File: src/dcache_config.svh
// sizes assume a 32-bit byte address; the LRU scheme only supports two ways
`ifndef DCACHE_CONFIG_SVH
`define DCACHE_CONFIG_SVH

// datapath widths
`define DCACHE_WORD_W       32 // one data word
`define DCACHE_ADDR_W       32 // byte address from the processor

// geometry
`define DCACHE_SETS         8
`define DCACHE_IDX_W        3  // log2 of the set count
`define DCACHE_WAYS         2  // two-way, one LRU bit per set
`define DCACHE_BLK_WORDS    2  // words per block
`define DCACHE_BLKOFF_W     1  // word select inside a block

// address split: tag | idx | blkoff | byte offset
`define DCACHE_BYTE_OFF_W   2
`define DCACHE_TAG_W        26 // what is left above idx and offsets

// flush visits every way of every set once
`define DCACHE_FLUSH_STEPS  (`DCACHE_SETS * `DCACHE_WAYS)

`endif

File: src/dcache_pkg.sv
// types shared by the cache modules; widths come from dcache_config.svh
`default_nettype none

`include "dcache_config.svh"

package dcache_pkg;

   typedef logic [`DCACHE_WORD_W-1:0]          word_t;
   typedef logic [`DCACHE_ADDR_W-1:0]          addr_t;
   typedef logic [`DCACHE_TAG_W-1:0]           tag_t;
   typedef logic [`DCACHE_IDX_W-1:0]           idx_t;
   typedef logic [`DCACHE_BLKOFF_W-1:0]        blkoff_t;
   typedef logic [$clog2(`DCACHE_WAYS)-1:0]    way_t;

   // processor address as the cache sees it
   typedef struct packed {
      tag_t                           tag;
      idx_t                           idx;
      blkoff_t                        blkoff;
      logic [`DCACHE_BYTE_OFF_W-1:0]  byteoff; // ignored, word accesses only
   } dcache_addr_t;

   typedef struct packed {
      logic  ren;
      logic  wen;
      logic  halt;   // level, held once raised
      addr_t addr;
      word_t wdata;
   } cpu_req_t;

   typedef struct packed {
      logic  hit;    // completes the held access
      word_t rdata;
      logic  flushed;
   } cpu_rsp_t;

   typedef struct packed {
      logic  ren;
      logic  wen;
      addr_t addr;
      word_t wdata;
   } mem_req_t;

   typedef enum logic [2:0] {
      IDLE, WB1, WB2, FILL1, FILL2, FLUSH_W1, FLUSH_W2, DONE
   } ctrl_state_t;

   localparam int FLUSH_STEPS = `DCACHE_FLUSH_STEPS;

endpackage

`default_nettype wire

File: src/dcache.sv
// processor holds ren or wen until hit and raises halt only with no access pending
`timescale 1ns/1ps
`default_nettype none

module dcache (
   input  logic                 CLK,
   input  logic                 nRST,
   input  dcache_pkg::cpu_req_t req,
   output dcache_pkg::cpu_rsp_t rsp,
   output dcache_pkg::mem_req_t mem_req,
   input  logic                 dwait,
   input  dcache_pkg::word_t    dload
);
   import dcache_pkg::*;

   dcache_addr_t cpu_addr;     // request address split
   dcache_addr_t bus_addr;     // address on the memory bus, drives the write-back port
   logic         access, store_hit;
   logic         hit, victim_dirty, flush_valid, flush_last;
   logic         fill_we, fill_tag_we, wb_clean, flush_inval, flush_step, flushed;
   way_t         hit_way, victim_way, flush_way;
   tag_t         victim_tag;
   idx_t         flush_idx;
   word_t        rdata, wb_word, fill_word;
   blkoff_t      fill_off;

   assign cpu_addr  = dcache_addr_t'(req.addr);
   assign bus_addr  = dcache_addr_t'(mem_req.addr);
   assign access    = req.ren || req.wen;
   assign store_hit = req.wen && hit;

   assign rsp.hit     = hit;
   assign rsp.rdata   = rdata;
   assign rsp.flushed = flushed;

   dcache_ctrl_fsm ctrl_i (
      .CLK, .nRST, .req, .hit, .victim_dirty, .victim_tag, .wb_word,
      .dwait, .dload, .flush_last, .flush_idx, .flush_way, .flush_valid,
      .mem_req, .fill_we, .fill_tag_we, .wb_clean, .flush_inval,
      .flush_step, .flushed, .fill_word, .fill_off
   );

   flush_sweep_counter sweep_i (
      .CLK, .nRST,
      .step (flush_step),
      .idx  (flush_idx),
      .way  (flush_way),
      .last (flush_last)
   );

   dcache_tag_array tags_i (
      .CLK, .nRST,
      .idx          (cpu_addr.idx),
      .tag          (cpu_addr.tag),
      .access, .store_hit, .fill_tag_we, .wb_clean,
      .flush_idx, .flush_way, .flush_inval,
      .hit, .hit_way, .victim_way, .victim_tag, .victim_dirty, .flush_valid
   );

   dcache_data_array data_i (
      .CLK, .nRST,
      .idx        (cpu_addr.idx),
      .blkoff     (cpu_addr.blkoff),
      .rd_way     (hit_way),
      .store_we   (store_hit),
      .wdata      (req.wdata),
      .fill_we,
      .fill_way   (victim_way),     // refill goes where the victim was
      .fill_off, .fill_word,
      .rd_idx     (bus_addr.idx),
      .rd_off     (bus_addr.blkoff),
      .rd_sel_way (victim_way),     // swept way while flushing
      .rdata, .wb_word
   );

endmodule

`default_nettype wire

File: src/dcache_ctrl_fsm.sv
// every non-idle state waits for dwait low; memory must keep dwait low when no request is up
`timescale 1ns/1ps
`default_nettype none

`include "dcache_config.svh"

module dcache_ctrl_fsm (
   input  logic                 CLK,
   input  logic                 nRST,
   input  dcache_pkg::cpu_req_t req,
   input  logic                 hit,
   input  logic                 victim_dirty,
   input  dcache_pkg::tag_t     victim_tag,
   input  dcache_pkg::word_t    wb_word,
   input  logic                 dwait,
   input  dcache_pkg::word_t    dload,
   input  logic                 flush_last,
   input  dcache_pkg::idx_t     flush_idx,
   input  dcache_pkg::way_t     flush_way,
   input  logic                 flush_valid,
   output dcache_pkg::mem_req_t mem_req,
   output logic                 fill_we,
   output logic                 fill_tag_we,
   output logic                 wb_clean,
   output logic                 flush_inval,
   output logic                 flush_step,
   output logic                 flushed,
   output dcache_pkg::word_t    fill_word,
   output dcache_pkg::blkoff_t  fill_off
);
   import dcache_pkg::*;

   ctrl_state_t  state, next_state;
   dcache_addr_t req_addr;
   dcache_addr_t mem_addr;
   blkoff_t      word_off;
   logic         miss, go, sweeping, sweep_end;

   assign req_addr  = dcache_addr_t'(req.addr);
   assign miss      = (req.ren || req.wen) && !hit;
   assign go        = !dwait;                           // memory accepted this word
   assign sweeping  = (state == FLUSH_W1) || (state == FLUSH_W2);
   assign sweep_end = flush_last && (flush_way == way_t'(`DCACHE_WAYS - 1)); // top way, last set
   assign word_off  = blkoff_t'((state == WB2) || (state == FILL2) || (state == FLUSH_W2));

   always_ff @(posedge CLK or negedge nRST) begin
      if (!nRST) begin
         state <= IDLE;
      end else begin
         state <= next_state;
      end
   end

   always_comb begin
      next_state = state;
      case (state)
         IDLE: begin
            if (miss && victim_dirty) begin
               next_state = WB1;        // old block goes out first
            end else if (miss) begin
               next_state = FILL1;
            end else if (req.halt) begin
               next_state = FLUSH_W1;
            end
         end
         WB1:      if (go) next_state = WB2;
         WB2:      if (go) next_state = FILL1;
         FILL1:    if (go) next_state = FILL2;
         FILL2:    if (go) next_state = IDLE;   // access then hits in idle
         FLUSH_W1: if (go) next_state = FLUSH_W2;
         FLUSH_W2: if (go) next_state = sweep_end ? DONE : FLUSH_W1;
         DONE:     next_state = DONE;           // parked until reset
         default:  next_state = IDLE;
      endcase
   end

   // block address of the word being moved
   always_comb begin
      mem_addr = '0;
      case (state)
         WB1, WB2:           mem_addr = '{victim_tag, req_addr.idx, word_off, '0};
         FILL1, FILL2:       mem_addr = '{req_addr.tag, req_addr.idx, word_off, '0};
         FLUSH_W1, FLUSH_W2: mem_addr = '{victim_tag, flush_idx, word_off, '0};
         default:            mem_addr = '0;
      endcase
   end

   assign mem_req.ren   = (state == FILL1) || (state == FILL2);
   assign mem_req.wen   = (state == WB1) || (state == WB2) || (sweeping && flush_valid);
   assign mem_req.addr  = mem_addr;
   assign mem_req.wdata = wb_word;                 // don't care on reads

   // array strobes, one per accepted word
   assign fill_we     = ((state == FILL1) || (state == FILL2)) && go;
   assign fill_tag_we = (state == FILL2) && go;      // block complete
   assign wb_clean    = (state == WB2) && go;
   assign flush_inval = (state == FLUSH_W2) && go && flush_valid;
   assign flush_step  = (state == FLUSH_W2) && go;  // invalid blocks pass without a write
   assign flushed     = (state == DONE);
   assign fill_word   = dload;
   assign fill_off    = word_off;

endmodule

`default_nettype wire

File: src/dcache_data_array.sv
// store and fill never coincide, store wins if they ever do; reads are combinational
`timescale 1ns/1ps
`default_nettype none

`include "dcache_config.svh"

module dcache_data_array (
   input  logic                CLK,
   input  logic                nRST,
   input  dcache_pkg::idx_t    idx,
   input  dcache_pkg::blkoff_t blkoff,
   input  dcache_pkg::way_t    rd_way,
   input  logic                store_we,
   input  dcache_pkg::word_t   wdata,
   input  logic                fill_we,
   input  dcache_pkg::way_t    fill_way,
   input  dcache_pkg::blkoff_t fill_off,
   input  dcache_pkg::word_t   fill_word,
   input  dcache_pkg::idx_t    rd_idx,
   input  dcache_pkg::blkoff_t rd_off,
   input  dcache_pkg::way_t    rd_sel_way,
   output dcache_pkg::word_t   rdata,
   output dcache_pkg::word_t   wb_word
);
   import dcache_pkg::*;

   // way, set, word in block
   word_t data [`DCACHE_WAYS][`DCACHE_SETS][`DCACHE_BLK_WORDS];

   always_ff @(posedge CLK or negedge nRST) begin
      if (!nRST) begin
         data <= '{default: '0}; // clean contents out of reset
      end else if (store_we) begin
         // store hit lands at the edge that ends the hit cycle
         data[rd_way][idx][blkoff] <= wdata;
      end else if (fill_we) begin
         data[fill_way][idx][fill_off] <= fill_word; // refill into the victim
      end
   end

   // processor port, word of the way that hit
   assign rdata = data[rd_way][idx][blkoff];

   // second port feeds write-back and flush data to memory,
   // addressed by the word currently on the memory bus
   assign wb_word = data[rd_sel_way][rd_idx][rd_off];

endmodule

`default_nettype wire

File: src/dcache_tag_array.sv
// two ways only; with no access pending the victim port follows the flush position
`timescale 1ns/1ps
`default_nettype none

`include "dcache_config.svh"

module dcache_tag_array (
   input  logic             CLK,
   input  logic             nRST,
   input  dcache_pkg::idx_t idx,
   input  dcache_pkg::tag_t tag,
   input  logic             access,
   input  logic             store_hit,
   input  logic             fill_tag_we,
   input  logic             wb_clean,
   input  dcache_pkg::idx_t flush_idx,
   input  dcache_pkg::way_t flush_way,
   input  logic             flush_inval,
   output logic             hit,
   output dcache_pkg::way_t hit_way,
   output dcache_pkg::way_t victim_way,
   output dcache_pkg::tag_t victim_tag,
   output logic             victim_dirty,
   output logic             flush_valid
);
   import dcache_pkg::*;

   tag_t                    tags  [`DCACHE_WAYS][`DCACHE_SETS];
   logic [`DCACHE_SETS-1:0] valid [`DCACHE_WAYS];
   logic [`DCACHE_SETS-1:0] dirty [`DCACHE_WAYS];
   logic [`DCACHE_SETS-1:0] lru;              // way to evict next, per set
   logic [`DCACHE_WAYS-1:0] match;
   idx_t                    vic_idx;

   // both ways compared in parallel, valid must be set
   always_comb begin
      hit_way = '0;
      for (int w = 0; w < `DCACHE_WAYS; w++) begin
         match[w] = valid[w][idx] && (tags[w][idx] == tag);
         if (match[w]) begin
            hit_way = way_t'(w);
         end
      end
   end

   assign hit = access && (|match); // only while a load or store is held

   // miss service picks the LRU way of the request set
   // during the sweep there is no access, so the port shows the swept block
   assign vic_idx      = access ? idx : flush_idx;
   assign victim_way   = access ? way_t'(lru[idx]) : flush_way;
   assign victim_tag   = tags[victim_way][vic_idx];
   assign victim_dirty = valid[victim_way][vic_idx] && dirty[victim_way][vic_idx];
   assign flush_valid  = valid[flush_way][flush_idx];

   always_ff @(posedge CLK or negedge nRST) begin
      if (!nRST) begin
         valid <= '{default: '0};
         dirty <= '{default: '0};
         lru   <= '0;                             // way 0 is the first victim
      end else begin
         if (hit) begin
            lru[idx] <= ~hit_way;                 // other way becomes LRU
         end
         if (store_hit) begin
            dirty[hit_way][idx] <= 1'b1;
         end
         if (fill_tag_we) begin                   // second fill word landed
            valid[victim_way][idx] <= 1'b1;
            dirty[victim_way][idx] <= 1'b0;
         end
         if (wb_clean) begin
            dirty[victim_way][idx] <= 1'b0;       // memory copy is current
         end
         if (flush_inval) begin
            valid[flush_way][flush_idx] <= 1'b0;
            dirty[flush_way][flush_idx] <= 1'b0;
         end
      end
   end

   // tag installed together with valid
   always_ff @(posedge CLK) begin
      if (fill_tag_we) begin
         tags[victim_way][idx] <= tag;
      end
   end

endmodule

`default_nettype wire

File: src/flush_sweep_counter.sv
// position walks way first then set and sticks at the final one until reset
`timescale 1ns/1ps
`default_nettype none

module flush_sweep_counter (
   input  logic             CLK,
   input  logic             nRST,
   input  logic             step,
   output dcache_pkg::idx_t idx,
   output dcache_pkg::way_t way,
   output logic             last
);
   import dcache_pkg::*;

   localparam int POS_W = $clog2(FLUSH_STEPS);

   logic [POS_W-1:0] pos; // {set, way}

   // final block of the sweep
   assign last = (pos == POS_W'(FLUSH_STEPS - 1));

   always_ff @(posedge CLK or negedge nRST) begin
      if (!nRST) begin
         pos <= '0; // start at set 0 way 0
      end else if (step && !last) begin
         pos <= pos + 1'b1; // way is the low bit so it moves first
      end
   end

   // set above way, so both ways of a set are swept back to back
   assign {idx, way} = pos;

endmodule

`default_nettype wire

File: config.mk
export PLATFORM = sky130hd
export DESIGN_NAME = dcache
export DESIGN_NICKNAME = d
export VERILOG_FILES = /design/src/dcache_pkg.sv /design/src/dcache.sv /design/src/dcache_ctrl_fsm.sv /design/src/dcache_data_array.sv /design/src/dcache_tag_array.sv /design/src/flush_sweep_counter.sv
export VERILOG_INCLUDE_DIRS = /design/src
export SDC_FILE = /design/constraint.sdc
export NUM_CORES = 2
export LEC_CHECK = 0
export BUFFER_PORTS_ARGS = -buffer_cell sky130_fd_sc_hd__buf_2
export CORE_MARGIN = 5
export CORE_UTILIZATION = 30
export DETAILED_ROUTE_END_ITERATION = 16
export GPL_ROUTABILITY_DRIVEN = 1
export PLACE_DENSITY = 0.53
export SYNTH_ARGS = -nofsm -noshare
export SYNTH_HDL_FRONTEND = slang
export SYNTH_SLANG_ARGS = --single-unit
File: constraint.sdc
create_clock -name CLK -period 5.74 [get_ports CLK]
set_clock_uncertainty 0.05 [all_clocks]
set_input_delay 0.861 -clock CLK [delete_from_list [all_inputs] [get_ports CLK]]
set_output_delay 0.861 -clock CLK [all_outputs]
set_load 0.01 [all_outputs]
==> flow_metrics.py <==
metrics = {
    "drt": {
        "first_iter_violations": 11000,
        "drt_wl_total_um": 401000,
        "ant_nets": 0,
        "wire_per_inst_um": 37.1,
        "drt_first_pass_iters": 8,
        "drc": 0,
        "vias": 71600,
        "viasPerCell": 6.62,
    },
    "floorplan": {
        "die_x_um": 535,
        "core_um2": 274000,
        "start_util_pct": 30.2,
        "die_area_um2": 287000,
        "pin_count": 202,
        "rows": 192,
        "die_h_um": 535,
    },
    "finish": {
        "final_common_cell": "dfrtp_1",
        "final_core_util_pct": 37.0,
        "mostFrequentLayoutCells": "dfrtp_1 (1071), mux4_2 (539), a221o_1 (495)",
        "fin_area_um2": 101000,
        "nets": 7075,
        "drive_gt1_share_pct": 27.8,
        "syn_to_final_growth_pct": 22.6,
        "instances_no_fill": 10800,
    },
    "synth": {
        "synth_edf_count": 416,
        "ys_seq_elements": 1487,
        "async_reset_ff_share_pct": 72.0,
        "syn_inst": 6730,
        "synth_warnings": 0,
        "synth_ff_type": "dfrtp_1",
        "syn_area_per_cell_um2": 12.3,
        "yosysSeqAreaShare_pct": 47.5,
        "synth_cell_types": 83,
        "synth_area_um2": 82800,
    },
    "cts": {
        "worstSkewPairLatency_ns": 0.89,
        "cts_sinks": 1487,
        "clock_path_buffers": 4,
        "root_buffer": "clkbuf_16",
        "htree_levels": 4,
        "cts_buffers": 182,
        "cts_tree": "done",
        "path_clk_slew_ns": 0.06,
    },
    "worst_setup_path": {
        "worstPathArrival_ns": 5.19,
        "crit_end": "rsp[7]",
        "timing.rr.end": "data_i.data[321]$_DFFE_PN0P_",
        "critical_path_required_ns": 4.83,
        "worstPathMaxFanout": 5,
        "reg2reg_from": "tags_i.tags[1][131]$_DFFE_PP_",
        "crit_path_start": "tags_i.tags[1][131]$_DFFE_PP_",
        "rrSetupSlack_ns": 0.79,
        "reg2reg_depth": 19,
        "crit_type": "reg2out",
        "critPathLaunchType": "register",
        "endpoint_kind": "output pin",
    },
    "timing": {
        "fin_ws_ns": -0.364,
        "final_max_slew_viol_count": 0,
        "timing_worst_slew_pin_value_ns": 1.28,
        "report.final.hold_viol_count": 0,
        "period_share_pct": 106,
        "setup-violations-final": 31,
        "post-route-min-period_ns": 6.10,
        "tns_ns": -7.51,
        "slew_headroom_pct": 14.2,
        "rsz0062_at_grt": "true",
        "max_freq_mhz": 164,
        "whs_ns": 0.275,
    },
    "global_routing": {
        "globalRouteTotalUtil_pct": 27.0,
        "antenna_found_initial": 50,
        "grt_max_degree": 190,
        "grt_pass1_wl_um": 558000,
        "overflow": 0,
        "grt_pass1_vias": 70200,
    },
    "pwr": {
        "p_per_area_nw_per_um2": 408,
        "power_mw": 41.4,
        "power.leakage_nw": 42.6,
        "vdd_drop_max_uv": 918,
    },
    "flow_run": {
        "drv_cap": 0,
    },
    "place": {
        "place_congestion": 0.907,
        "dpl-instance-area_um2": 93700,
        "post-dp-hpwl_um": 243000,
        "dpl_worst_slack_ns": -0.827,
        "placement.io_buffers": 197,
        "dpl.cell_count": 10400,
    },
    "hold_path": {
        "hold_path_class": "in2reg",
    },
    "status": {
        "violations": "setup timing",
        "outcome": "finished with violations",
    },
}
## sequential cells by signal (all words and copies together) (netlist names)
| register | flops |
|---|---|
| data_i.data | 1024 |
| tags_i.tags | 416 |
| tags_i.dirty | 16 |
| tags_i.valid | 16 |
| tags_i.lru | 8 |
| sweep_i.pos | 4 |
| ctrl_i.state | 3 |
## per-layer routing
metal	global-route usage, %	vias to the layer above	share of wire (%)
met3	9.67	1270	14
met2	38.7	5801	42
met1	35.5	37200	38
met5	0.450	-	0.12
met4	14.3	34	6.1
li1	-	27300	-
## synthesized netlist by cell type, drive strengths merged, types with 108 or more instances
library cell,n,area [µm²]
a21o,193,1450
mux4,539,12100
a22oi,178,1340
nand3,244,1220
and3,278,1740
clkbuf,558,2090
dfrtp,1071,26800
buf,277,1450
nand2,486,1820
edfxtp,416,12500
a22o,472,4130
mux2i,374,3740
a21oi,148,744
a221o,495,4950
o22ai,108,676
nor2,199,759
and2,170,1060
## final cells by class
class	instances	area [µm²]
clock inverter	65	682
inverter	13	56.3
clock buffer	250	5180
timing repair buffer	892	9970
antenna	24	60.1
fill	26200	173000
tap	3686	4610
sequential	1487	39300
multi-input combinational	4396	41600
## worst min-delay path by stage
| stage | start | endpoint | slack (ns) | depth (start not counted) |
|---|---|---|---|---|
| floorplan | data_i.data[513]$_DFFE_PN0P_ | data_i.data[513]$_DFFE_PN0P_ | 0.40 | 2 |
| finish | req[64] | ctrl_i.state[2]$_DFFE_PN0P_ | 0.27 | 3 |
| global route | req[64] | ctrl_i.state[2]$_DFFE_PN0P_ | 0.28 | 3 |
| global placement | data_i.data[521]$_DFFE_PN0P_ | data_i.data[521]$_DFFE_PN0P_ | 0.42 | 2 |
| detailed placement | data_i.data[521]$_DFFE_PN0P_ | data_i.data[521]$_DFFE_PN0P_ | 0.43 | 2 |
| CTS | req[64] | ctrl_i.state[2]$_DFFE_PN0P_ | 0.22 | 3 |
## power by group
part / internal (mW) / total (mW) / switching [mW]
clock network: 6.79 / 11.7 / 4.92
registers: 13.0 / 14.8 / 1.84
logic: 6.39 / 14.9 / 8.47
## critical path, cell delays in order (launching register included)
cell and delay [ns]:
edfxtp_1 0.41, mux4_2 0.50, mux2i_4 0.18, xnor2_2 0.13, nor4_4 0.39, buf_4 0.18
nand4_1 0.20, nor4_4 0.21, buf_6 0.16, buf_12 0.12, buf_16 0.12, buf_16 0.14
buf_12 0.15, mux4_2 0.31, a22o_1 0.26, nor4_1 0.32, buf_4 0.21, a31oi_1 0.07
buf_2 0.23
## kinds of logic after synthesis
| family | share of synthesized area [%] |
|---|---|
| other | 0.00453 |
| adders and majority gates | 0.0151 |
| muxes | 19.8 |
| DFF | 47.5 |
| AOI/OAI and AO/OA | 18.9 |
| and+or+nand+nor | 9.02 |
| buffers and inverters | 4.34 |
| xor gates and xnor gates | 0.487 |
## what timing repair did
action | CTS | global route
endpoints found under the setup margin | 64 | 45
resized for setup | 165 | 42
endpoints found under the hold margin | 53 | 0
cloned | 10 | 4
hold buffers | 1 | 0
pin swaps | 31 | 19
setup buffers | 44 | 2
(Power assumes the default switching activity.)
